**config.mk**
```make
export PLATFORM = sky130hd
export DESIGN_NAME = input_mapper
export DESIGN_NICKNAME = d
export VERILOG_FILES = /design/src/source/arcade_pkg.sv /design/src/source/input_mapper.sv
export SDC_FILE = /design/constraint.sdc
export NUM_CORES = 1
export LEC_CHECK = 0
export BUFFER_PORTS_ARGS = -buffer_cell sky130_fd_sc_hd__buf_2
export CAP_MARGIN = 20
export CORE_UTILIZATION = 40
export CTS_CLUSTER_DIAMETER = 80
export DETAILED_ROUTE_END_ITERATION = 10
export PLACE_DENSITY = 0.74
export SETUP_SLACK_MARGIN = 0.3
export SLEW_MARGIN = 30
export SYNTH_ARGS = -nofsm -noshare
export SYNTH_HDL_FRONTEND = slang
export SYNTH_SLANG_ARGS = --single-unit
```
**constraint.sdc**
```tcl
create_clock -name clk_sys -period 1.4 [get_ports clk_sys]
set_input_delay 0.07 -clock clk_sys [delete_from_list [all_inputs] [get_ports clk_sys]]
set_output_delay 0.07 -clock clk_sys [all_outputs]
set_load 0.1 [all_outputs]
```
**src/source/arcade_pkg.sv**
```systemverilog
package arcade_pkg;

	// Game selector as loaded through download index 1
	typedef logic [4:0] game_id_t;

	localparam game_id_t GAME_CARNIVAL    = 5'd3;
	localparam game_id_t GAME_DIGGER      = 5'd4;
	localparam game_id_t GAME_HEADON      = 5'd6;
	localparam game_id_t GAME_HEIANKYO    = 5'd8;
	localparam game_id_t GAME_SPACEATTACK = 5'd16;

	// Loader stream
	typedef logic [7:0]  dn_index_t;
	typedef logic [24:0] dn_addr_t;

	localparam dn_index_t DN_GAME = 8'd1;
	localparam dn_index_t DN_WAVE = 8'd2;
	localparam dn_index_t DN_DIP  = 8'd254;

	// Download data, DIP bytes and sample bytes
	typedef logic [7:0] byte_t;

	// Active low input port as seen by the game core
	typedef logic [7:0] in_port_t;

	// Player controls
	// bit 0 right, 1 left, 2 down, 3 up, 4 to 9 fire1 to fire6
	typedef logic [9:0] ctrl_t;

	// Wave sample store
	localparam int WAVE_WORDS = 1024;

	typedef logic [10:0] wave_addr_t;
	typedef logic [9:0]  word_addr_t;
	typedef logic [15:0] sample_word_t;

	// Space Attack lives codes, indexed by DIP bits 2 to 1
	localparam logic [2:0] SA_LIVES_3 = 3'd6;
	localparam logic [2:0] SA_LIVES_4 = 3'd5;
	localparam logic [2:0] SA_LIVES_5 = 3'd3;
	localparam logic [2:0] SA_LIVES_6 = 3'd7;

endpackage

```
**src/source/input_mapper.sv**
```systemverilog
`timescale 1ns/100ps

module input_mapper
	import arcade_pkg::*;
(
	input  logic     clk_sys,
	input  logic     arst_n,
	input  game_id_t game_mode,
	input  byte_t    dip0,
	input  ctrl_t    ctrl1,
	input  ctrl_t    ctrl2,
	input  logic     start1,
	input  logic     start2,
	input  logic     coin1,
	input  logic     tilt,
	output in_port_t in_p1,
	output in_port_t in_p2,
	output in_port_t in_p3,
	output in_port_t in_p4,
	output logic     coin,
	output logic     dual_game_toggle
);

	logic       simultaneous;
	ctrl_t      joy;
	ctrl_t      p1;
	ctrl_t      p2;
	logic [2:0] sa_lives;

	logic p1_right;
	logic p1_left;
	logic p1_down;
	logic p1_up;
	logic p1_fire1;
	logic p1_fire2;
	logic p2_right;
	logic p2_left;
	logic p2_up;
	logic p2_fire1;
	logic p2_fire2;

	// Shared controls unless both players move on their own
	assign joy = ctrl1 | ctrl2;
	assign p1  = simultaneous ? ctrl1 : joy;
	assign p2  = simultaneous ? ctrl2 : joy;

	assign p1_right = p1[0];
	assign p1_left  = p1[1];
	assign p1_down  = p1[2];
	assign p1_up    = p1[3];
	assign p1_fire1 = p1[4];
	assign p1_fire2 = p1[5];
	assign p2_right = p2[0];
	assign p2_left  = p2[1];
	assign p2_up    = p2[3];
	assign p2_fire1 = p2[4];
	assign p2_fire2 = p2[5];

	always_comb
	begin
		case (dip0[2:1])
			2'd0:    sa_lives = SA_LIVES_3;
			2'd1:    sa_lives = SA_LIVES_4;
			2'd2:    sa_lives = SA_LIVES_5;
			default: sa_lives = SA_LIVES_6;
		endcase
	end

	always_ff @(posedge clk_sys or negedge arst_n)
	begin
		if (!arst_n)
		begin
			simultaneous     <= 1'b0;
			coin             <= 1'b0;
			dual_game_toggle <= 1'b0;
			in_p1            <= 8'hFF;
			in_p2            <= 8'hFF;
			in_p3            <= 8'hFF;
			in_p4            <= 8'hFF;
		end
		else
		begin
			coin             <= coin1;
			dual_game_toggle <= tilt;

			// Defaults, released ports read high
			simultaneous <= 1'b0;
			in_p1        <= 8'hFF;
			in_p2        <= 8'hFF;
			in_p3        <= 8'hFF;
			in_p4        <= 8'hFF;

			case (game_mode)
				GAME_CARNIVAL:
				begin
					in_p1 <= {3'b111, dip0[0], 4'b1111};
					in_p2 <= {2'b11, ~p1_right, ~p1_left, 4'b1011};
					in_p3 <= {2'b11, ~p1_fire1, ~start1, 4'b1111};
					in_p4 <= {2'b11, ~start2, 5'b11111};
				end
				GAME_DIGGER:
				begin
					in_p1 <= {~p1_up, ~p1_left, ~p1_down, ~p1_right,
						~p1_fire2, ~p1_fire1, ~start2, ~start1};
					in_p3 <= {6'b111111, dip0[1:0]};
				end
				GAME_HEADON:
				begin
					in_p1 <= {~p1_up, ~p1_left, ~p1_down, ~p1_right,
						~p1_fire1, dip0[0], dip0[2:1]};
				end
				GAME_HEIANKYO:
				begin
					in_p1 <= {2'b11, ~p1_fire1, ~p1_up, dip0[0], 1'b1, ~p2_fire2, ~p2_up};
					in_p2 <= {2'b11, ~p1_fire2, ~p1_right, 2'b01, ~p2_fire2, ~p2_right};
					in_p3 <= {3'b110, ~p1_down, 3'b110, ~p1_down};
					in_p4 <= {2'b11, ~start1, ~p1_left, 1'b1, dip0[1], ~start2, ~p2_left};
					// DIP bit 0 low selects two player simultaneous play
					simultaneous <= ~dip0[0];
				end
				GAME_SPACEATTACK:
				begin
					in_p1 <= {~p1_left, ~p2_left, ~p2_right, ~p2_fire1,
						~start2, ~start1, ~p1_fire1, ~p1_right};
					in_p3 <= {dip0[4], 2'b11, dip0[3], sa_lives, dip0[0]};
				end
				default:
				begin
					// Unknown games keep every port released
				end
			endcase
		end
	end

endmodule

```
==> key figures <==
Placed design
  • Placed cell area: 1810 sq um
  • Dpl cells: 241
  • IO Port Bufs: 55
  • Hpwl dp: 2440 microns
  • RePlAce Congestion: 0.883

Clock tree
  • H-tree depth: 2
  • Num CTS Buffers: 5
  • CTS tree: done
  • Clock net sink count: 29
  • Clock root cell: clkbuf_4
  • Clock tree buffer depth: 2
  • Worst-path clk slew: 0.09 ns
  • Skew-Pair Late Insertion Delay: 0.33 ns

Detailed routing
  • First-pass DRT Iterations: 4
  • Drt wl/cell: 16.6 microns
  • # DRC: 0
  • 1st-iter DRT viols: 69
  • Drt total wl: 4420 microns
  • DR vias: 1436
  • Final ANT Viol Nets: 0
  • Drt via density: 5.40

Worst setup path
  • Reg2reg start: simultaneous
  • Worst R2R End: in_p1[3]
  • Top delay family on crit path: flip-flops
  • Kind of critical path: flop to primary output
  • Reg2Reg Setup Slack: 0.23 ns
  • Worst Setup End Kind: primary output
  • Setup crit start kind: flop
  • Required @ worst endpoint: 1.33 ns
  • Slowest CP cell: dfstp_2
  • Worst Path Buf+Inv: 1
  • Worst path max stage delay: 0.58 ns
  • Worst reg2reg path depth: 5
  • Worst-path cell chain: buf_12
  • Critical-path maximum fanout: 1
  • Arrival @ worst endpoint: 1.10 ns

Outcome
  • Outcome: completed

Cells and area
  • # diodes: 0
  • Fin cells: 266
  • Area growth syn-to-layout: 73.9%
  • Nets: 258
  • Final Cell Area: 2510 sq um
  • Share of layout cells above drive strength 1: 0.577

Timing
  • Tcrit/Tclk final: 0.833
  • RSZ-0062 raised after global routing: yes
  • Relative slew slack: 0.592
  • Worst Tran Pin Value: 0.612 ns
  • Final Hold Fails: 0
  • Final Setup Violations: 0
  • Pins Over Slew Limit: 0
  • Min Tclk post-route: 1.17 ns
  • Clock skew: 0.00453 ns
  • Maximum operating frequency: 857 MHz
  • Setup_tns: 0 ns

Pwr
  • Peak supply drop: 472 uV
  • LEAKAGE: 1.07 nW
  • PwrDens: 802 nW/um^2

Global routing
  • First-pass GRT wire length: 6780 microns
  • Initial antenna violation count: 0
  • Pin count of the biggest net entering global routing: 30
  • Gr usage total: 0.236
  • Total grt overflow: 0
  • Vias in the first global route: 1405

Synthesis
  • Post-synthesis sequential area ratio: 0.525
  • #FFs+latches synth: 29
  • Top cells by area, synth: dfstp_2 47%, dfrtp_1 5.2%, buf_4 3.1%
  • Post-Syn Instances: 137
  • Synth area leader: dfstp_2
  • Dominant synthesized flop cell: dfstp_2
  • Synth Cell Area: 1450 sq um
  • Number of library cell types mapped by synthesis: 46
  • Yosys Warn Count: 0
  • Ys async rst share: 1.00
  • Yosys top cell area share: 0.473
  • Avg Cell Area, Syn: 10.5 sq um
  • Post-synth EDFFs: 0

Floorplanning
  • Row Count: 21
  • Die Y: 62.1 microns
  • Die area: 3860 sq um
  • Die width: 62.1 microns
  • Initial Util: 0.426
  • IO Pins: 73
  • Placeable Area: 3390 sq um

Min path
  • Hold wc startpoint: ctrl1[0]
  • Hold path depth: 4
  • Worst min-delay path class: input pin to flop
  • Worst hold endpoint: in_p1[0]

Job
  • Max-cap violations: 0
-- per-layer routing --
layer,global-route usage,share of wire,vias up
li1,-,-,654
met1,0.254,0.35,681
met2,0.405,0.53,81
met3,0.0699,0.068,20
met4,0.142,0.043,0
met5,0,0,-
-- worst max-delay path by stage --
stage	start	to	slack (ns)	cells after the start
after floorplan	game_mode[0]	in_p1[5]	0.21	6
after global placement	game_mode[2]	in_p1[3]	0.05	5
after detailed placement	game_mode[2]	in_p1[3]	0.03	5
after CTS	in_p3[7]	in_p3[7]	0.26	1
after global routing	in_p1[0]	in_p1[0]	0.22	1
final	in_p1[0]	in_p1[0]	0.23	1
-- power breakdown --
part           leakage (nW)  internal (mW)  switching [mW]
registers             0.309          0.881          0.0210
logic                 0.725          0.216           0.409
clock network        0.0320          0.191           0.297
-- state kept, by name, indices dropped and copies added (netlist names) --
signal,count
in_p1,8
in_p2,6
in_p3,7
coin,1
in_p4,5
simultaneous,1
dual_game_toggle,1
-- cell usage after synthesis (3+ instances only) --
cell and n:
o21ai_0 6, dfrtp_1 3, a22oi_1 3, a21oi_1 7, buf_4 6, nor2b_1 4
nor2_1 12, nor3_1 4, nand2b_1 5, nand2_1 10, or3_1 3, dfstp_2 26
buf_2 4, a211o_1 3
-- placed cells by master, fill, tap and decap left out, types with 3 or more instances in the layout --
master,count
a21oi_1,3
or3_1,3
buf_12,27
buf_4,14
a211o_1,3
clkbuf_4,5
dlygate4sd3_1,13
buf_2,27
conb_1,6
nor3_1,3
nor2_1,11
nand2b_1,5
dfstp_2,26
nand2_1,10
o21ai_0,3
-- cells by family (layout without fill, tap and decap cells) --
logic type | count (synthesis) | count (layout) | synth area share
buffers and inverters | 15 | 93 | 0.0632
AO/OA/AOI/OAI | 38 | 38 | 0.203
other | 1 | 6 | 0.00259
AND/OR/NAND/NOR | 54 | 54 | 0.207
flip-flops | 29 | 29 | 0.525
-- per-stage QoR --
stage                     setup WS (ns)   util  power (mW)  hold slack (ns)
after floorplan                   0.212      -        1.28           -0.226
after global placement           0.0479  0.535        1.38           0.0950
after detailed placement         0.0319  0.535        1.38            0.104
after CTS                         0.257  0.714        1.97          0.00731
after global routing              0.218  0.741        2.09           0.0340
final                             0.234  0.741        2.01           0.0382
-- area by class of cell --
class,count,area (sq um)
clock inverters,2,10.0
clock buffers,6,41.3
inverters,2,10.0
fillers,212,877
well taps,46,57.6
multi-input cells,98,701
flip-flops and latches,29,759
repair buffers,83,933
-- repair_timing --
item | CTS | global route
hold buffers | 13 | 0
endpoints found under the hold margin | 17 | 0
pin swaps | 4 | 8
buffers inserted | 2 | 2
setup endpoints to repair | 38 | 37
resized for setup | 113 | 19
Power figures use the tool's default switching activity.
