--- config.mk ---
export PLATFORM = sky130hd
export DESIGN_NAME = wave_fetch
export DESIGN_NICKNAME = d
export VERILOG_FILES = /design/src/source/arcade_pkg.sv /design/src/source/wave_fetch.sv
export SDC_FILE = /design/constraint.sdc
export NUM_CORES = 1
export LEC_CHECK = 0
export BUFFER_PORTS_ARGS = -buffer_cell sky130_fd_sc_hd__buf_2
export CELL_PAD_IN_SITES_DETAIL_PLACEMENT = 0
export CELL_PAD_IN_SITES_GLOBAL_PLACEMENT = 1
export CORE_UTILIZATION = 28
export CTS_CLUSTER_SIZE = 20
export DETAILED_ROUTE_END_ITERATION = 10
export PLACE_DENSITY = 0.89
export REMOVE_ABC_BUFFERS = 1
export SYNTH_ARGS = -nofsm -noshare
export SYNTH_HDL_FRONTEND = slang
export SYNTH_SLANG_ARGS = --single-unit
--- constraint.sdc ---
create_clock -name clk_sys -period 2.85 [get_ports clk_sys]
set_input_delay 0.285 -clock clk_sys [delete_from_list [all_inputs] [get_ports clk_sys]]
set_output_delay 0.285 -clock clk_sys [all_outputs]
set_load 0.02 [all_outputs]
--- src/source/arcade_pkg.sv ---
package arcade_pkg;

	// Game selector as loaded through download index 1
	typedef logic [4:0] game_id_t;

	localparam game_id_t GAME_CARNIVAL    = 5'd3;
	localparam game_id_t GAME_DIGGER      = 5'd4;
	localparam game_id_t GAME_HEADON      = 5'd6;
	localparam game_id_t GAME_HEIANKYO    = 5'd8;
	localparam game_id_t GAME_SPACEATTACK = 5'd16;

	// Loader stream
	typedef logic [7:0]  dn_index_t;
	typedef logic [24:0] dn_addr_t;

	localparam dn_index_t DN_GAME = 8'd1;
	localparam dn_index_t DN_WAVE = 8'd2;
	localparam dn_index_t DN_DIP  = 8'd254;

	// Download data, DIP bytes and sample bytes
	typedef logic [7:0] byte_t;

	// Active low input port as seen by the game core
	typedef logic [7:0] in_port_t;

	// Player controls
	// bit 0 right, 1 left, 2 down, 3 up, 4 to 9 fire1 to fire6
	typedef logic [9:0] ctrl_t;

	// Wave sample store
	localparam int WAVE_WORDS = 1024;

	typedef logic [10:0] wave_addr_t;
	typedef logic [9:0]  word_addr_t;
	typedef logic [15:0] sample_word_t;

	// Space Attack lives codes, indexed by DIP bits 2 to 1
	localparam logic [2:0] SA_LIVES_3 = 3'd6;
	localparam logic [2:0] SA_LIVES_4 = 3'd5;
	localparam logic [2:0] SA_LIVES_5 = 3'd3;
	localparam logic [2:0] SA_LIVES_6 = 3'd7;

endpackage

--- src/source/wave_fetch.sv ---
`timescale 1ns/100ps

module wave_fetch
	import arcade_pkg::*;
(
	input  logic         clk_sys,
	input  logic         arst_n,
	input  logic         wave_busy,
	input  wave_addr_t   sample_addr,
	input  logic         sample_rd,
	output logic         rd_en,
	output word_addr_t   rd_word,
	input  sample_word_t rd_data,
	output logic         sample_ack,
	output byte_t        sample_data
);

	logic served_rd;
	logic fetch_pend;
	logic lane_hi;

	// New request while the toggle differs from the last one served
	assign rd_en   = (sample_rd != served_rd) && !wave_busy && !fetch_pend;
	assign rd_word = sample_addr[10:1];

	always_ff @(posedge clk_sys or negedge arst_n)
	begin
		if (!arst_n)
		begin
			served_rd  <= 1'b0;
			fetch_pend <= 1'b0;
			sample_ack <= 1'b0;
		end
		else
		begin
			fetch_pend <= rd_en;
			if (rd_en)
				served_rd <= sample_rd;
			if (fetch_pend)
				sample_ack <= ~sample_ack;
		end
	end

	// Byte lane picked from the address held at issue
	always_ff @(posedge clk_sys)
	begin
		if (rd_en)
			lane_hi <= sample_addr[0];
		if (fetch_pend)
			sample_data <= lane_hi ? rd_data[15:8] : rd_data[7:0];
	end

endmodule

==> results of run 1 <==
power groups by stage:
stage               clock [mW]  sequential [mW]  combinational [mW]
global placement             0            0.245              0.0966
finish                   0.129            0.242              0.0978
detailed placement           0            0.246              0.0979
CTS                      0.136            0.242              0.0997
floorplan                    0            0.268              0.0349
global route             0.144            0.245               0.105
flip-flops by register name, indices dropped and copies added, names as in the netlist:
register and flops:
fetch_pend 1, lane_hi 1, sample_ack 1, sample_data 8, served_rd 1
repair_timing:
action | CTS | global route
hold buffers | 1 | 0
endpoints found under the hold margin | 3 | 0
setup buffers | 0 | 0
layer usage:
layer | part of all wire, % | track usage [%] | vias to the layer above
li1 | - | - | 165
met1 | 37 | 8.24 | 141
met2 | 42 | 11.9 | 43
met3 | 21 | 12.1 | 0
met4 | 0 | 1.67 | 0
met5 | 0 | 0 | -
cells by family after synthesis:
kind of cell	synth area share, %
AND/OR/NAND/NOR	1.48
buffers and inverters	14.6
XOR/XNOR	2.97
multiplexers	22.3
flip-flops	58.6
final timing paths:
check                      slack [ps]  cells past startpoint            from        endpoint
max                              1180                      2      fetch_pend           rd_en
min                               180                      1  sample_addr[0]         lane_hi
max reg2reg                      1600                      1         lane_hi  sample_data[5]
min reg2reg                       470                      1      sample_ack      sample_ack
max in group asynchronous        2410                      2          arst_n      sample_ack
min in group asynchronous         330                      2          arst_n       served_rd
stage by stage:
step | worst slack (ps) | hold slack [ps]
after floorplan | 1340 | -10.6
after global placement | 1510 | 82.7
after detailed placement | 1470 | 86.2
after CTS | 1150 | 172
after global routing | 1040 | 161
final | 1180 | 185
cell usage after synthesis:
| master | n |
|---|---|
| buf_4 | 10 |
| edfxtp_1 | 9 |
| mux2_4 | 8 |
| dfrtp_1 | 3 |
| buf_6 | 1 |
| mux2_1 | 1 |
| nor2_1 | 1 |
| nor3_1 | 1 |
| xnor2_1 | 1 |
| xor2_1 | 1 |
final cells by class:
class                   instances  area (sq um)  area share (%)
clock buffers                   4          36.3            4.95
multi-input cells              13           158            21.5
flip-flops and latches         12           345            47.1
well taps                      27          33.8            4.61
repair buffers                 31           160            21.8
==> out/qor.csv, run 1 <==
metric,value,unit
total_power,0.469,mW
fin_util,37.4,%
slew_violations,0,
ir_worst_vdd,0.355,mV
syn-cell-area,589,sq um
path_class,reg -> out,
yosysTopAreaCell,edfxtp_1,
ys_ff_latch,12,
drt_wl_total,983,um
final_cell_count_no_fill,87,
yosys_warnings,0,
cts_sinks,12,
clockPowerShare,27.5,%
pwr-share-comb,20.9,%
drcViolationCount,0,
required,2570,ps
ys_seq_area_share,58.6,%
cp_slowest_cell,dfrtp_1,
internal_power,0.347,mW
layout_common_cells,"buf_2, edfxtp_1, mux2_4",
overflow,0,
grt_pass1_vias,286,
path_buf_inv,1,
die_y,47.9,um
drt_pre_antenna_iters,4,
vias,349,
setup_tns,0,ps
synth_top_area_share,45.9,%
clk_pin_slew,70,ps
design_area,733,sq um
syn2layout_area_growth,24.4,%
timing.final.crit_share,58.6,%
max_slew.worst_pin.slew,479,ps
cts_buffers,3,
crit_chain,nor3_1 > buf_2,
grt_pass1_wl,1.30,mm
gp_congestion,0.578,
rsz0062_at_grt,false,
power_frac_seq,51.6,%
drv_cap,0,
start_util,30.0,%
hp-class,in -> reg,
htreeDepth,1,
startpoint_type,register,
outcome,"complete, no violations",
fmax,599,MHz
switching_share,25.9,%
grt_start_max_net_pins,12,
slew_headroom,68.1,%
synthCells,36,
setup_viol,0,
hold_violations,0,
chipWidth,47.9,um
placed_cells,82,
drtIter0Drc,3,
netlist-cell-type-count,10,
switchingPower,0.121,mW
cpLargestDelayFamily,flip-flops,
crit_path_max_incr_delay,530,ps
synth.area.top_cells,"edfxtp_1, mux2_4, buf_4",
antenna_found_initial,0,
clock_path_buffers,2,
place_area,687,sq um
n_fill_cell,213,
n_antenna_cell,0,
row_count,16,
cts_root_buf,clkbuf_4,
end_kind,output port,
cp.arrival,1390,ps
layout_min_cycle_time,1670,ps
p_leak,0.345,nW
drive_gt1_share,70.0,%
wl_per_cell,11.3,um
track_usage,8.91,%
avgSynthCellArea,16.4,sq um
cts_tree,yes,
post_cts_resized,0,
nNetsFinal,92,
viasPerCell,4.01,
ant_nets,0,
power.density,639,mW/mm^2
layout_commonest_cell,buf_2,
cp_max_fo,11,
io_buffer_count,30,
io_pins,51,
dieArea,0.00229,sq mm
skew,8.94,ps
clk_latency,270,ps
coreArea,0.00196,sq mm
(Power assumes the default switching activity.)
==> run 2, diff against run 1 <==
Settings changed: CORE_UTILIZATION 28 to 24, PLACE_DENSITY 0.89 to 0.82.
Clock period 2.85 ns to 1.5 ns, I/O delays scaled along.
==> run 2 against run 1 <==
Worst setup slack worse by 1000 ps. Via count is 3.4% higher. Cell area is 2.6% higher. Critical path type unchanged.
==> out/qor.csv, run 2 (synthesized netlist as in run 1, its figures left out) <==
metric,value,unit,change
top_register,sample_data,,
nNetsFinal,95,,+3.3%
setup_viol,0,,unchanged
layout_common_cells,"buf_2, edfxtp_1, mux2_4",,
cts_tree,yes,,
ir_worst_vdd,0.483,mV,+36%
path_class,reg -> out,,
fmax,756,MHz,
viasPerCell,3.97,,-1.1%
layout_commonest_cell,buf_2,,
cp_max_fo,3,,-8
cts_sinks,12,,unchanged
globalRouteMet1Util,6.96,%,-1.3 points
track_usage,8.61,%,-0.29 points
drive_gt1_share,71.4,%,+1.4 points
gp_congestion,0.580,,+0.33%
start_util,26.1,%,-3.9 points
final_cell_count_no_fill,91,,+4.6%
grtUsageMet3,7.31,%,-4.8 points
vias,361,,+3.4%
timing.final.crit_share,88.2,%,
wl_per_cell,11.2,um,-0.80%
cts_buffers,3,,unchanged
max_slew.worst_pin.slew,210,ps,-268 ps
drtIter0Drc,0,,-3
htreeDepth,1,,unchanged
outcome,"complete, no violations",,
antenna_found_initial,0,,unchanged
io_buffer_count,30,,unchanged
ant_nets,0,,unchanged
placed_cells,86,,+4.9%
setup_ws,177,ps,-1000 ps
grt_pass1_wl,1.61,mm,+24%
drt_pre_antenna_iters,1,,-3
cp.arrival,1170,ps,-220 ps
clk_pin_slew,80,ps,about the same
startpoint_type,register,,
clock_path_buffers,2,,unchanged
clk_latency,270,ps,about the same
rsz0062_at_grt,false,,
grt_busiest_layer,met2,,
overflow,0,,unchanged
dp_slack,359,ps,-1110 ps
hold_violations,0,,unchanged
hp-class,in -> reg,,
layout_min_cycle_time,1320,ps,
end_kind,output port,,
grt_pass1_vias,379,,+33%
cts_root_buf,clkbuf_4,,
whs,54.4,ps,-130 ps
row_count,17,,+1
dieArea,0.00266,sq mm,+16%
coreArea,0.00225,sq mm,+15%
die_y,51.6,um,+7.7%
drv_cap,0,,unchanged
drcViolationCount,0,,unchanged
drt_wl_total,1.02,mm,+3.8%
slew_violations,0,,unchanged
grt_start_max_net_pins,10,,-2
met2_usage,13.2,%,+1.3 points
n_antenna_cell,0,,unchanged
power.density,1150,mW/mm^2,+80%
largest_reg_flops,8,,unchanged
io_pins,51,,unchanged
chipWidth,51.6,um,+7.7%
skew,3.37,ps,-5.57 ps
slew_headroom,85.9,%,+18 points
postCtsSetupBuffers,0,,unchanged
required,1350,ps,-1220 ps
syn2layout_area_growth,27.6,%,
p_leak,0.355,nW,+2.9%
==> run 2: cell types whose count changed in the layout (fill, tap and decap cells not counted) <==
cell | before | now
nor3_1 | 1 | 0
nor3_2 | 0 | 1
clkbuf_1 | 0 | 1
clkbuf_8 | 1 | 0
buf_4 | 0 | 3
==> run 2: worst max-delay path: stages (launching register included) <==
cell	delay, ps
dfrtp_1	390
xnor2_1	140
nor3_2	170
buf_2	210
==> run 2: where the power goes <==
part	switching (mW)	internal (mW)
Combinational	0.114	0.107
Clock	0.106	0.103
Sequential	0.0206	0.417
Total	0.241	0.627
==> run 2: layout make-up <==
class,instances,area (sq um)
Timing Repair Buffer,34,183
Clock buffer,4,26.3
Multi-Input combinational cell,13,163
Tap cell,28,35.0
Sequential cell,12,345
Fill cell,261,1500
==> run 2: what timing repair did <==
item                       CTS  global route
gates resized for setup      0             1
hold buffers                 1             0
hold endpoints to repair     3             0
setup endpoints to repair    0             1
==> run 2: worst paths after layout <==
check | from | end | slack, ps | depth (start not counted)
setup / recovery | served_rd | rd_en | 180 | 3
hold / removal | sample_addr[0] | lane_hi | 50 | 1
setup reg to reg | lane_hi | sample_data[3] | 390 | 2
hold reg to reg | sample_ack | sample_ack | 460 | 1
max in group asynchronous | arst_n | sample_ack | 1190 | 2
min in group asynchronous | arst_n | served_rd | 200 | 2
==> run 2: metrics by stage <==
step	power, mW	area (sq um)	TNS (ps)	util (%)
2_1_floorplan	0.576	503	-9.53	-
3_3_place_gp	0.661	711	0	31.5
3_5_place_dp	0.667	711	0	31.5
4_1_cts	0.885	747	0	33.1
5_1_grt	0.923	752	0	33.4
6_report	0.867	752	0	33.4
==> run 2: layer usage <==
layer / vias up / routed length [um]
met5: - / 0
met4: 0 / 0
met2: 35 / 521
met1: 157 / 329
met3: 0 / 169
li1: 169 / -
==> run 3, diff against run 2 <==
Settings changed: CORE_UTILIZATION 24 to 25, CTS_BUF_LIST set to sky130_fd_sc_hd__clkbuf_4 sky130_fd_sc_hd__clkbuf_8, PLACE_DENSITY 0.82 to 0.84.
==> run 3 against run 2 <==
Clock skew grew 3.9 ps. Worst setup slack lost 5.9 ps. Sequential share of layout area shrank 0.23 points. Final cell count is the same. Highest routed layer unchanged. Non-clock buffer count is the same. Clock power grew 5%.
==> out/qor.csv, run 3 (synthesized netlist as in run 1, its figures left out) <==
metric,value,unit,change
drt_pre_antenna_iters,2,,+1
pwr-share-comb,25.0,%,-0.5 points
hold_violations,0,,unchanged
syn2layout_area_growth,28.2,%,
cts_root_buf,clkbuf_4,,
end_kind,output port,,
design_area,756,sq um,+0.50%
startpoint_type,register,,
outcome,"complete, no violations",,
wl_per_cell,11.1,um,-1.1%
layout_min_cycle_time,1330,ps,+5.93 ps
track_usage,8.62,%,about the same
max_slew.worst_pin.slew,217,ps,+7.21 ps
die_y,50.6,um,-1.9%
crit_chain,xnor2_1 > nor3_2 > buf_2,,
clockPowerShare,24.8,%,+0.8 points
internal_power,0.645,mW,+2.9%
cp_slowest_cell,dfrtp_1,,
antenna_found_initial,0,,unchanged
layout_common_cells,"buf_2, edfxtp_1, mux2_4",,
grt_start_max_net_pins,9,,-1
io_pins,51,,unchanged
row_count,17,,unchanged
r2r-end,sample_data[1],,
path_buf_inv,1,,unchanged
clk_pin_slew,70,ps,about the same
start_util,26.6,%,+0.50 points
power.density,1170,mW/mm^2,+1.2%
chipWidth,50.6,um,-1.9%
hp-class,in -> reg,,
io_buffer_count,30,,unchanged
r2r_start,lane_hi,,
setup_viol,0,,unchanged
cp.arrival,1180,ps,about the same
grt_pass1_wl,1.52,mm,-5.6%
holdCritStartpoint,sample_addr[0],,
p_leak,0.359,nW,+0.96%
whs_path_depth,1,,unchanged
r2r_slack,400,ps,about the same
drive_gt1_share,73.0,%,+1.6 points
power_frac_seq,50.1,%,-0.4 points
final_cell_count_no_fill,91,,unchanged
placed_cells,86,,unchanged
timing.final.crit_share,88.6,%,+0.40 points
crit_path_max_incr_delay,390,ps,about the same
dpl.hpwl,788,um,
required,1350,ps,about the same
cp_max_fo,3,,unchanged
n_antenna_cell,0,,unchanged
cpLargestDelayFamily,flip-flops,,
clk_latency,260,ps,about the same
coreArea,0.00221,sq mm,-1.9%
path_class,reg -> out,,
cts_buffers,3,,unchanged
grt_pass1_vias,371,,-2.1%
critical_path.startpoint,served_rd,,
overflow,0,,unchanged
nNetsFinal,95,,unchanged
drt_wl_total,1.01,mm,-1.1%
htreeDepth,1,,unchanged
viasPerCell,3.96,,-0.28%
drv_cap,0,,unchanged
whs_endpoint,lane_hi,,
switchingPower,0.237,mW,-1.5%
vias,360,,-0.28%
drtIter0Drc,2,,+2
place_area,711,sq um,unchanged
fmax,752,MHz,-0.45%
dieArea,0.00256,sq mm,-3.8%
ir_worst_vdd,0.492,mV,+2.1%
switching_share,26.9,%,-0.86 points
ant_nets,0,,unchanged
layout_commonest_cell,buf_2,,
largest_reg_flops,8,,unchanged
gp_congestion,0.638,,+10%
reg2regPathDepth,2,,unchanged
slew_headroom,85.4,%,-0.48 points
top_register,sample_data,,
cts_sinks,12,,unchanged
cts_tree,yes,,
rsz0062_at_grt,false,,
skew,7.30,ps,+3.94 ps
clock_path_buffers,2,,unchanged
drcViolationCount,0,,unchanged
slew_violations,0,,unchanged
## run 3: cell counts in the layout (fill, tap and decap cells not counted)
Identical to the previous run, type by type.
## run 3: cell type report
| cell class | instances | area (sq um) |
|---|---|---|
| multi-input cells | 13 | 163 |
| fillers | 240 | 1460 |
| flip-flops and latches | 12 | 345 |
| well taps | 28 | 35.0 |
| repair buffers | 34 | 183 |
| clock buffers | 4 | 30.0 |
## run 3: layer usage
| layer | wire length (um) | global-route usage, % | up-vias |
|---|---|---|---|
| li1 | - | - | 170 |
| met4 | 0 | 5.56 | 0 |
| met3 | 132 | 6.67 | 0 |
| met1 | 362 | 7.18 | 158 |
| met5 | 0 | 0 | - |
| met2 | 514 | 14.0 | 32 |
## run 3: repair_timing
action | CTS | global route
setup endpoints to repair | 0 | 1
buffers inserted | 0 | 0
hold buffers | 1 | 0
resized for setup | 0 | 1
hold endpoints to repair | 3 | 0
## run 3: worst reg2reg max path, delay by kind of cell, from the launching register on
family | cells | cell delay (ps)
buf+inv | 1 | 180
flops | 1 | 380
mux | 1 | 300
## run 3: worst max path at each step
stage / to / cells after the start
finish: rd_en / 3
global route: rd_en / 3
CTS: rd_en / 3
detailed placement: rd_en / 3
global placement: sample_data[6] / 2
floorplan: lane_hi / 1
## run 3: through the flow
step | setup WS, ps | TNS [ps] | util (%) | total power, mW | hold slack, ps
2_1_floorplan | -9.53 | -9.53 | - | 0.576 | -146
3_3_place_gp | 398 | 0 | 32.1 | 0.661 | -52.6
3_5_place_dp | 357 | 0 | 32.1 | 0.664 | -49.8
4_1_cts | 54.2 | 0 | 33.9 | 0.895 | 51.3
5_1_grt | 79.7 | 0 | 34.2 | 0.934 | 45.5
6_report | 171 | 0 | 34.2 | 0.882 | 65.4
## run 3: power groups by stage
stage	sequential, mW	clock [mW]	combinational, mW
after floorplan	0.510	0	0.0662
after global placement	0.447	0	0.214
after detailed placement	0.447	0	0.217
after CTS	0.441	0.234	0.220
after global routing	0.446	0.249	0.239
final	0.442	0.219	0.221
