File: src/source/arcade_pkg.sv
package arcade_pkg;

	// Game selector as loaded through download index 1
	typedef logic [4:0] game_id_t;

	localparam game_id_t GAME_CARNIVAL    = 5'd3;
	localparam game_id_t GAME_DIGGER      = 5'd4;
	localparam game_id_t GAME_HEADON      = 5'd6;
	localparam game_id_t GAME_HEIANKYO    = 5'd8;
	localparam game_id_t GAME_SPACEATTACK = 5'd16;

	// Loader stream
	typedef logic [7:0]  dn_index_t;
	typedef logic [24:0] dn_addr_t;

	localparam dn_index_t DN_GAME = 8'd1;
	localparam dn_index_t DN_WAVE = 8'd2;
	localparam dn_index_t DN_DIP  = 8'd254;

	// Download data, DIP bytes and sample bytes
	typedef logic [7:0] byte_t;

	// Active low input port as seen by the game core
	typedef logic [7:0] in_port_t;

	// Player controls
	// bit 0 right, 1 left, 2 down, 3 up, 4 to 9 fire1 to fire6
	typedef logic [9:0] ctrl_t;

	// Wave sample store
	localparam int WAVE_WORDS = 1024;

	typedef logic [10:0] wave_addr_t;
	typedef logic [9:0]  word_addr_t;
	typedef logic [15:0] sample_word_t;

	// Space Attack lives codes, indexed by DIP bits 2 to 1
	localparam logic [2:0] SA_LIVES_3 = 3'd6;
	localparam logic [2:0] SA_LIVES_4 = 3'd5;
	localparam logic [2:0] SA_LIVES_5 = 3'd3;
	localparam logic [2:0] SA_LIVES_6 = 3'd7;

endpackage

File: src/source/download_if.sv
`timescale 1ns/100ps

interface download_if
	import arcade_pkg::*;
();
	logic      download;
	dn_index_t index;
	logic      wr;
	dn_addr_t  addr;
	byte_t     data;

	// Loader side
	modport source (
		output download,
		output index,
		output wr,
		output addr,
		output data
	);

	modport sink (
		input download,
		input index,
		input wr,
		input addr,
		input data
	);

endinterface

File: src/source/setup_registers.sv
`timescale 1ns/100ps

module setup_registers
	import arcade_pkg::*;
(
	input  logic            clk_sys,
	input  logic            arst_n,
	download_if.sink        dn,
	input  logic            reset_req,
	output logic            core_reset,
	output game_id_t        game_mode,
	output byte_t           dip0
);

	logic download_d;
	logic rom_loaded;
	logic game_wr;
	logic dip0_wr;

	assign game_wr = dn.wr && (dn.index == DN_GAME);
	assign dip0_wr = dn.wr && (dn.index == DN_DIP) && (dn.addr == '0);

	// Download end detection, sticky once seen
	always_ff @(posedge clk_sys or negedge arst_n)
	begin
		if (!arst_n)
		begin
			download_d <= 1'b0;
			rom_loaded <= 1'b0;
			core_reset <= 1'b1;
		end
		else
		begin
			download_d <= dn.download;
			if (download_d && !dn.download)
				rom_loaded <= 1'b1;
			// Core stays in reset until the ROM is in
			core_reset <= reset_req | ~rom_loaded;
		end
	end

	always_ff @(posedge clk_sys or negedge arst_n)
	begin
		if (!arst_n)
		begin
			game_mode <= '0;
			dip0      <= '0;
		end
		else
		begin
			if (game_wr)
				game_mode <= dn.data[4:0];
			if (dip0_wr)
				dip0 <= dn.data;
		end
	end

endmodule

File: src/flat_wrapper.sv
// flat-port wrapper written by rule: the top's interface ports become plain ports
module setup_registers_flat import arcade_pkg::*;
  (clk_sys, arst_n, reset_req, core_reset, game_mode, dip0, dn_download, dn_index, dn_wr, dn_addr, dn_data);
  download_if dn_i ();
  input  logic clk_sys;
  input  logic arst_n;
  input  logic reset_req;
  output logic core_reset;
  output game_id_t game_mode;
  output byte_t dip0;
  input wire logic [$bits(dn_i.download)-1:0] dn_download;
  input wire logic [$bits(dn_i.index)-1:0] dn_index;
  input wire logic [$bits(dn_i.wr)-1:0] dn_wr;
  input wire logic [$bits(dn_i.addr)-1:0] dn_addr;
  input wire logic [$bits(dn_i.data)-1:0] dn_data;
  assign dn_i.download = dn_download;
  assign dn_i.index = dn_index;
  assign dn_i.wr = dn_wr;
  assign dn_i.addr = dn_addr;
  assign dn_i.data = dn_data;
  setup_registers u_core (.clk_sys(clk_sys), .arst_n(arst_n), .dn(dn_i), .reset_req(reset_req), .core_reset(core_reset), .game_mode(game_mode), .dip0(dip0));
endmodule
File: config.mk
export PLATFORM = sky130hd
export DESIGN_NAME = setup_registers_flat
export DESIGN_NICKNAME = d
export VERILOG_FILES = /design/src/source/arcade_pkg.sv /design/src/source/download_if.sv /design/src/source/setup_registers.sv /design/src/flat_wrapper.sv
export SDC_FILE = /design/constraint.sdc
export NUM_CORES = 1
export LEC_CHECK = 0
export BUFFER_PORTS_ARGS = -buffer_cell sky130_fd_sc_hd__buf_2
export CAP_MARGIN = 25
export CORE_MARGIN = 3
export CORE_UTILIZATION = 34
export CTS_BUF_LIST = sky130_fd_sc_hd__clkbuf_4 sky130_fd_sc_hd__clkbuf_8
export DETAILED_ROUTE_END_ITERATION = 10
export GPL_TIMING_DRIVEN = 0
export HOLD_SLACK_MARGIN = 0.02
export PLACE_DENSITY = 0.87
export SYNTH_ARGS = -nofsm -noshare
export SYNTH_HDL_FRONTEND = slang
export SYNTH_SLANG_ARGS = --single-unit
export TNS_END_PERCENT = 10
File: constraint.sdc
create_clock -name clk_sys -period 0.8 [get_ports clk_sys]
set_input_delay 0 -clock clk_sys [delete_from_list [all_inputs] [get_ports clk_sys]]
set_output_delay 0 -clock clk_sys [all_outputs]
set_load 0.005 [all_outputs]
==> reports/results.txt, run 1 <==
The area of the die was 0.00258 mm². The top layer reached by signal wires was met4. In the final design database the tool counted 170 nets. The run gives 19 as the number of setup violations in the final report.

The tools report the via count of the first global-routing pass as 812. Class of the most critical setup path: primary input to flop. For the data arrival time of the critical path, the log shows 1290 ps. The logs give 0.593 for the final estimated routing congestion in global placement and -4050 ps for the total negative slack. The tools report the final routed DRC violation total as 0.

The library cell used most frequently in the layout, excluding fill and tap cells, is sky130_fd_sc_hd__buf_2. The minimum period implied by the final worst setup slack is 1120 ps. The run gives 0 as the initial antenna violation count. The clock net in this run drives a total of 16 sinks. For this block, wires on met1 add up to 1060 µm. Synthesis inferred 16 register bits.

Count of input and output buffers: 59. Along the worst path, the maximum fanout reaches 5. The post-synthesis net count was 93; the number of distinct library cells after synthesis was 15. Pin placement for this block handled 60 I/O pins. The core region is 0.00180 mm². The initial utilization of the core area, before any placement, comes to 37.9%. At the pin with the least slew margin, the transition time is 378 ps. The area used by multi-input combinational logic is 385 µm², and the clock slew seen by the registers of the worst setup and hold paths is 90 ps. The die is 50.8 µm tall.

For this run, the total global-route usage over all layers was measured as 19.2%. The post-layout utilization of the core came out at 73.5%. Timing would allow up to 894 MHz. In the layout the commonest cells are sky130_fd_sc_hd__buf_2 (53), sky130_fd_sc_hd__dfrtp_1 (15), sky130_fd_sc_hd__dlygate4sd3_1 (11). The logs give 0 for the remaining antenna violation count after routing and 58.8% for the portion of the post-synthesis area used by sequential elements. In this run the power density over the cells is 1250 mW/mm². The logs give 0.939 mV for the worst supply voltage drop on vdd and -762 ps for the pre-CTS setup slack.

Headroom to the max-slew limit came out at 74.4%. The post-synthesis cell count is 47, and the maximum number of pins on one net before global-route repair is 17. The width of the chip works out to 50.8 µm. The nature of the critical path endpoint was a flop. Area of the mapped netlist: 683 µm². The buffer cell driving the clock tree root was sky130_fd_sc_hd__clkbuf_4. Detailed routing inserted a total of 769 vias.

The first global-routing pass estimated 3750 µm of wire. The first detailed-routing pass took 4 iterations. The routed wirelength normalized by instance count was 18.7 µm; the leakage power was 0.000698 µW. The number of buffers on the longest clock path is 2, and the required time reported for the critical path endpoint is 970 ps. Registers take 402 µm². The final critical path takes up 140% of the cycle. After synthesis, the mean cell area works out to 14.5 µm².

The class of the tightest hold or removal check was primary input to asynchronous set/reset pin. The global-route congestion overflow total came out at 0. The run finished, with violations left. Using the TritonRoute via totals, the vias-per-cell ratio works out to 5.20. The half-perimeter wire length of the detailed placement result was 1540 µm; the floorplan row count was 15. The detailed router finished its first iteration with 10 violations.

The checks that failed: negative setup slack. The worst setup path is launched from a primary input. The maximum level of the CTS H-tree was 1. The repair_antennas step left the layout with diodes totalling 0. Number of slew-limit violations in the final report: 0. For this run, the number of Yosys warnings is 0. Summed over all nets, wire length on met3 after detailed routing comes to 298 µm. TritonCTS built the clock tree.

Cells with a size suffix above 1 make up 70.7% of the layout. The clock skew after layout was 0.226 ps. Filler cell count in the final layout: 127. The met2 wire length was 1400 µm; the setup slack after layout was -318 ps. The number of buffers created by CTS is 3. The total detailed-routing wirelength is 2760 µm, and the total count of hold-check failures in the final report is 0. Setup repair after global routing could not meet its margin everywhere.

The worst-skew pair later-pin latency came out at 280 ps. The layout overhead on the synthesized area works out to 93.8%. Number of violations of the max-capacitance limit: 0.
==> flip-flops by register name, summed over array words and instances, names as in the netlist <==
signal	count
u_core.core_reset	1
u_core.dip0	8
u_core.download_d	1
u_core.game_mode	5
u_core.rom_loaded	1
==> per-stage QoR <==
step | hold WS [ps] | cells | instance area (µm²) | total power (µW)
after floorplan | -296 | 47 | 683 | 879
after global placement | -80.6 | 131 | 1010 | 1020
after detailed placement | -77.0 | 131 | 1010 | 1030
after CTS | 153 | 148 | 1260 | 1620
after global routing | 206 | 148 | 1320 | 1730
final | 171 | 148 | 1320 | 1650
==> power breakdown <==
part	leakage [µW]	internal [µW]	switching, µW
logic	0.000465	172	118
registers	0.000212	827	7.07
clock network	0.0000210	277	251
==> synth_stat cells <==
| library cell | instances | area [µm²] |
|---|---|---|
| sky130_fd_sc_hd__dfrtp_1 | 15 | 375 |
| sky130_fd_sc_hd__mux2_2 | 13 | 146 |
| sky130_fd_sc_hd__nor4_1 | 5 | 31.3 |
| sky130_fd_sc_hd__and4b_1 | 2 | 20.0 |
| sky130_fd_sc_hd__nor4b_1 | 2 | 17.5 |
| sky130_fd_sc_hd__a21o_1 | 1 | 7.51 |
| sky130_fd_sc_hd__dfstp_2 | 1 | 26.3 |
| sky130_fd_sc_hd__inv_1 | 1 | 3.75 |
| sky130_fd_sc_hd__nand2b_1 | 1 | 6.26 |
| sky130_fd_sc_hd__nand3_1 | 1 | 5.00 |
| sky130_fd_sc_hd__nand3b_1 | 1 | 7.51 |
| sky130_fd_sc_hd__nand4_1 | 1 | 6.26 |
| sky130_fd_sc_hd__nand4b_1 | 1 | 8.76 |
| sky130_fd_sc_hd__nor3_1 | 1 | 5.00 |
| sky130_fd_sc_hd__nor3_4 | 1 | 16.3 |
==> worst max-delay path, stage by stage <==
cell	delay [ps]
sky130_fd_sc_hd__buf_2	110
sky130_fd_sc_hd__nor4b_1	390
sky130_fd_sc_hd__nand4b_1	390
sky130_fd_sc_hd__mux2_2	400
==> logic make-up after synthesis <==
group / Yosys count / synth area share (%)
compound gates: 1 / 1.10
flops: 16 / 58.8
buf+inv: 1 / 0.549
simple gates: 16 / 18.1
mux: 13 / 21.4
==> metal layers <==
layer,track usage [%],vias up
li1,-,335
met1,21.2,379
met3,4.66,2
met4,4.04,0
met5,0,-
met2,36.7,53
==> worst paths after layout <==
check / endpoint / cells after the start / slack, ps / startpoint
setup / recovery: u_core.game_mode[4] / 4 / -320 / dn_index[1]
hold / removal: u_core.dip0[5] / 2 / 170 / arst_n
setup reg to reg: u_core.dip0[5] / 1 / 10 / u_core.dip0[5]
hold reg to reg: u_core.core_reset / 1 / 410 / u_core.rom_loaded
max in group asynchronous: u_core.core_reset / 2 / 330 / arst_n
min in group clk_sys: u_core.dip0[7] / 6 / 330 / dn_addr[19]
==> what timing repair did <==
item                       4_1_cts  5_1_grt
cloned                           0        0
hold endpoints to repair        32        0
resized for setup               18        9
pin swaps                        5        6
setup endpoints to repair       21       27
hold buffers                    11        0
setup buffers                    2        0
==> area by class of cell <==
cell class,instances,area share (%)
Clock buffer,4,2.74
Timing Repair Buffer,72,35.2
Inverter,1,0.284
Sequential cell,16,30.3
Multi-Input combinational cell,30,29.1
Tap cell,25,2.36
No activity file was read; power rests on OpenSTA's default activity.
==> run 2: changes to the inputs <==
GPL_ROUTABILITY_DRIVEN = 1   (was unset)
RECOVER_POWER = 100   (was unset)
==> reports/results.txt, run 2 (synthesized netlist as in run 1, its figures left out) <==
The tools report the number of buffers on the longest clock path as 2. The signal on the critical path passes through buf_2 -> nor4b_1 -> nand4b_1 -> mux2_2. The number of violations of the max-capacitance limit was 0.

Compared with the post-synthesis result, the final layout area differs by 93.6%. Among all stages on the critical path, the largest delay is contributed by sky130_fd_sc_hd__mux2_2. Total count of hold-check failures in the final report: 0. The number of design-rule violations left by the first detailed-router iteration is 10. For the maximum number of pins on one net before global-route repair, the log shows 17. In the final timing run, aggregate negative setup slack is -4050 ps. Global routing used 19.2% of the available tracks across all layers. The number of buffers created by CTS was 3.

The routed layout has 766 vias. Data on the critical path is required at its endpoint by 970 ps. The maximum fanout encountered on the critical timing path was 5. The top cell types in the final layout, fill and taps aside, are sky130_fd_sc_hd__buf_2 (51), sky130_fd_sc_hd__dfrtp_1 (15), sky130_fd_sc_hd__dlygate4sd3_1 (11). The worst register-to-register path ends at u_core.dip0[5].

The worst-skew pair later-pin latency was 280 ps; the floorplan row count was 15. In this run the vertical extent of the chip is 50.8 µm. Measured against its own limit, the worst slew margin works out to 74.4%. The setup slack after layout was -318 ps; the count of input and output buffers was 59.

The final estimated routing congestion in global placement was 0.593; the number of sinks on the clock net was 16. Across the routed clock network, the largest skew measured is 0.226 ps. At the end of the flow, the number of nets in the layout was 170.

The die is 50.8 µm wide. The count of buffering cells on the critical path with inverters included was 1; the global-route congestion overflow total was 0. Before antenna repair, the detailed router went through 4 iterations. The measured slew at the worst slew-check pin is 378 ps. The first-pass GRT wire length was 3750 µm. The number of cells traversed by the worst register-to-register path was 1. The initial antenna violation count came out at 0. The most common cell after layout, fill and taps aside is sky130_fd_sc_hd__buf_2. The power per unit of standard cell area is 1250 mW/mm².

The total detailed-routing wirelength is 2770 µm, and the register-to-register setup slack is 10 ps. The worst register-to-register path begins at u_core.dip0[5]. The data arrival time of the critical path came out at 1290 ps. The worst setup path is launched from a primary input.

The initial utilization of the core area, before any placement, comes to 37.9%. For the maximum level of the CTS H-tree, the log shows 1. For the antenna diode count, the log shows 0. The largest registers in the layout are u_core.dip0 (8), u_core.game_mode (5). The remaining antenna violation count after routing was 0; the vias per cell was 5.18. Broken down by cell family, the worst path's largest delay share belongs to simple AND/OR/NAND/NOR gates. Timing analysis after detailed placement gives a worst setup slack of -762 ps.

Nature of the critical path endpoint: a flop. The setup path with the least slack is of type primary input to flop. The flow ran to the end, but the final reports show violations. Setup repair after global routing could not meet its margin everywhere.

TritonCTS built the clock tree. The checks that failed: negative setup slack. For this design the static power due to leakage is 0.000695 µW. The worst hold path belongs to the class primary input to asynchronous set/reset pin. The run gives 0.939 mV as the worst supply voltage drop on vdd. The run gives 0 as the number of slew-limit violations in the final report. The wire-length estimate of the detail-placed layout is 1540 µm. In the routed design, unresolved DRC markers number 0. The tree is rooted in a sky130_fd_sc_hd__clkbuf_4. The tools report the area of the die as 0.00258 mm². In this run the count of I/O pins placed on the die edge is 60.

The register with the most flip-flops in the layout has 8 of them. Dividing the final minimum period by the clock period gives 140%. For the finished layout, the period the worst path requires is 1120 ps. The largest stage delay on the critical path is 400 ps. Dividing the detail-routed wire length by the instance count gives 18.7 µm. Setup violations remaining at the end of the flow were counted as 19. Ranked by flip-flop count, first place goes to u_core.dip0. Static timing analysis puts the maximum clock frequency at 894 MHz. Via count of the first global-routing pass: 812.

Clock-pin slew was measured on the worst setup and hold paths at 90 ps. The placeable core region was 0.00180 mm². Cells with a size suffix above 1 make up 69.9% of the layout.
-- run 2: cell count changes in the layout (fill, tap and decap cells not counted) --
| cell | previous run | this run |
|---|---|---|
| sky130_fd_sc_hd__clkbuf_1 | 0 | 1 |
| sky130_fd_sc_hd__buf_2 | 53 | 51 |
| sky130_fd_sc_hd__clkbuf_2 | 0 | 1 |
-- run 2: report_power, final --
group          internal, µW  leakage [µW]  switching [µW]
combinational           171      0.000462             119
clock                   277     0.0000210             251
sequential              827      0.000212            7.07
-- run 2: layout make-up --
| type | instances | area (µm²) |
|---|---|---|
| Inverter | 1 | 3.75 |
| Timing Repair Buffer | 72 | 464 |
| Clock buffer | 4 | 36.3 |
| Tap cell | 25 | 31.3 |
| Sequential cell | 16 | 402 |
| Multi-Input combinational cell | 30 | 385 |
| Fill cell | 128 | 479 |
-- run 2: repair_timing --
action,4_1_cts,5_1_grt
hold buffers,11,0
gates resized for setup,18,9
setup endpoints to repair,21,27
buffers inserted,2,0
pin swaps,5,6
endpoints found under the hold margin,32,0
-- run 2: metal layers --
metal	up-vias	global-route usage [%]	part of all wire, %
met5	-	0	0
met4	0	4.04	0.47
met3	2	4.66	11
met2	53	36.7	50
met1	377	21.2	38
li1	334	-	-
-- run 2: worst max-delay path by stage --
stage | cells past startpoint | slack [ps] | to | from
after global routing | 6 | -370 | u_core.dip0[4] | dn_addr[16]
final | 4 | -320 | u_core.game_mode[4] | dn_index[1]
after global placement | 5 | -690 | u_core.dip0[6] | dn_addr[16]
after detailed placement | 5 | -760 | u_core.dip0[5] | dn_addr[1]
after floorplan | 4 | -430 | u_core.dip0[0] | dn_addr[2]
after CTS | 6 | -280 | u_core.dip0[0] | dn_addr[22]
-- run 2: metrics by stage --
stage | std cells | instance area [µm²] | hold slack [ps] | util (%) | power (µW)
floorplan | 47 | 683 | -296 | - | 879
global placement | 131 | 1010 | -80.6 | 56.0 | 1020
detailed placement | 131 | 1010 | -77.0 | 56.0 | 1030
CTS | 148 | 1260 | 153 | 70.1 | 1620
global route | 148 | 1320 | 224 | 73.4 | 1720
finish | 148 | 1320 | 185 | 73.4 | 1650
==> run 3: changes to the inputs <==
clock period = 1 ns   (was 0.8 ns; I/O delays follow)
==> reports/results.txt, run 3 (synthesized netlist as in run 1, its figures left out) <==
The critical path crosses 4 cells after its start point. Dividing the detail-routed wire length by the instance count gives 18.8 µm. For this run, global-route usage on met2 was measured as 36.7%. The setup slack after layout was -85.7 ps; the power per unit of standard cell area was 1010 mW/mm². The maximum level of the CTS H-tree is 1, and the maximum fanout encountered on the critical timing path is 5.

The count of buffering cells on the critical path with inverters included is 1. The first global-routing pass estimated 3750 µm of wire. Destination of the critical timing path: u_core.game_mode[4]. In the routed layout, each cell is associated on average with a via count of 5.10. From synthesis to final layout, the design area changed by 90.7%.

The tools report the total count of hold-check failures in the final report as 0. The class of the tightest hold or removal check is primary input to asynchronous set/reset pin. The final estimated routing congestion in global placement was 0.593.

Leaving out fill and tap cells, the most frequent cell in the layout is sky130_fd_sc_hd__buf_2. TritonCTS built the clock tree. Hold timing on the final database bottoms out at a slack of 192 ps. Summing all multi-input logic gate instances after layout gives 385 µm². The pre-antenna-repair detailed-routing pass consisted of 4 iterations.

The remaining antenna violation count after routing was 0. Filler cell count in the final layout: 136. Share of cells above drive strength 1: 61.0%.

The measured slew at the worst slew-check pin came out at 397 ps. The nature of the critical path endpoint was a flop. Data arrival time of the critical path: 1260 ps.

The critical path is of the primary input to flop type. The floorplan step defined a core boundary enclosing 0.00180 mm². The number of placed instances, taps included, is 131.

The clock arrives with 0.228 ps of skew. Setup violations remaining at the end of the flow were counted as 13. For this design the static power due to leakage is 0.000647 µW.

The register with the most flip-flops in the layout has 8 of them. The logs give 37.9% for the initial cell density of the core and 3 for the number of buffers created by CTS. The floorplan step set the die width to 50.8 µm. The slowest stage of the critical path is the sky130_fd_sc_hd__mux2_2 cell. Port buffering added 59 buffers.

For this run, design rule violations remaining after detail routing come to 0. The total detailed-routing wirelength is 2780 µm. For this run, the slowest stage of the critical path takes 400 ps. The worst-skew pair later-pin latency was 280 ps.

The routing layer with the top usage in global route was met2. Entering global routing, the biggest net connects 17 pins. The maximum frequency from static timing analysis came out at 921 MHz. Global routing consumed, on the met3 layer, 4.66% of the routing resources. The met1 global-route usage was 21.2%. The part of the cycle the worst path needs is 109%, and the half-perimeter wire length of the detailed placement result is 1540 µm.

The run finished, with violations left. For this run the aggregate overflow at the end of global routing stands at 0. The tools report the antenna diode count as 0.

The logs give 1170 ps for the required time reported for the critical path endpoint and 0 for the number of slew-limit violations in the final report. The number of design-rule violations left by the first detailed-router iteration is 16. The worst register-to-register path begins at u_core.dip0[5].

The number of violations of the max-capacitance limit is 0. In the final layout, the registers with the most flip-flops are u_core.dip0 (8), u_core.game_mode (5). The clock passes through at most 2 buffers.

Number of cells traversed by the worst register-to-register path: 1. The number of sinks on the clock net is 16, and the overall routing resource usage is 19.2%. Register name with the most flops: u_core.dip0. Across the whole layout, storage elements account for 402 µm².

The initial antenna violation count is 0. The register-to-register setup slack is 210 ps, and the worst supply voltage drop on vdd is 0.752 mV. Clock slew seen by the registers of the worst setup and hold paths: 100 ps.

Leaving out fill and tap cells, the most frequent cells in the layout are sky130_fd_sc_hd__buf_2 (41), sky130_fd_sc_hd__dfrtp_1 (15), sky130_fd_sc_hd__clkbuf_1 (12). Terminus of the critical flop-to-flop path: u_core.dip0[5]. Walking the worst path, the cells encountered are buf_2 -> nor4b_1 -> nand4b_1 -> mux2_2. Broken down by cell family, the worst path's largest delay share belongs to simple AND/OR/NAND/NOR gates. The floorplan has 15 rows.

Counting I/O delays and the setup requirement, the final critical path takes 1090 ps. The final layout contains 170 nets. The critical path starts at dn_index[1]. Headroom to the max-slew limit came out at 73.5%.

Setup repair after global routing could not meet its margin everywhere. The final reports fail on negative setup slack. The routed layout has 755 vias.

Leaving out filler cells and counting taps, the final layout contains 148. During I/O placement, the number of pins put on the boundary was 60. The vertical die dimension works out to 50.8 µm. The tools report the via count of the first global-routing pass as 812. The buffer cell driving the clock tree root is sky130_fd_sc_hd__clkbuf_4. The startpoint kind of the worst setup timing path is a primary input. The floorplan step defined a die boundary enclosing 0.00258 mm².
-- run 3: power breakdown --
group	leakage, µW	internal (µW)	switching [µW]
registers	0.000212	662	5.33
clock network	0.0000210	221	201
logic	0.000414	133	95.4
-- run 3: area by class of cell --
class                      instances  share of cell area, %
timing repair buffer              72                   34.1
multi-input combinational         30                   29.6
inverter                           1                  0.288
clock buffer                       4                   2.79
tap                               25                   2.40
sequential                        16                   30.8
-- run 3: how the worst min path moves through the flow --
stage / end / slack [ps]
after floorplan: u_core.dip0[0] / -300
after global placement: u_core.dip0[5] / -80
after detailed placement: u_core.dip0[6] / -80
after CTS: u_core.dip0[0] / 150
after global routing: u_core.dip0[6] / 220
final: u_core.dip0[5] / 190
-- run 3: what timing repair did --
action / CTS / global route
hold endpoints to repair: 32 / 0
buffers inserted: 2 / 0
setup endpoints to repair: 8 / 13
hold buffers: 11 / 0
pin swaps: 4 / 5
resized for setup: 18 / 8
-- run 3: per-layer routing --
metal  wire, µm  vias up
met2       1410       57
met1       1040      364
met4          0        0
met3        333        0
met5          0        -
li1           -      334
-- run 3: per-stage QoR --
stage / worst slack [ps] / cell area (µm²) / util [%] / total power (µW) / setup TNS, ps
2_1_floorplan: -225 / 683 / - / 704 / -1800
3_3_place_gp: -488 / 1010 / 56.0 / 813 / -5020
3_5_place_dp: -562 / 1010 / 56.0 / 821 / -5800
4_1_cts: -77.1 / 1260 / 70.1 / 1290 / -534
5_1_grt: -157 / 1300 / 72.3 / 1370 / -1620
6_report: -85.7 / 1300 / 72.3 / 1320 / -852
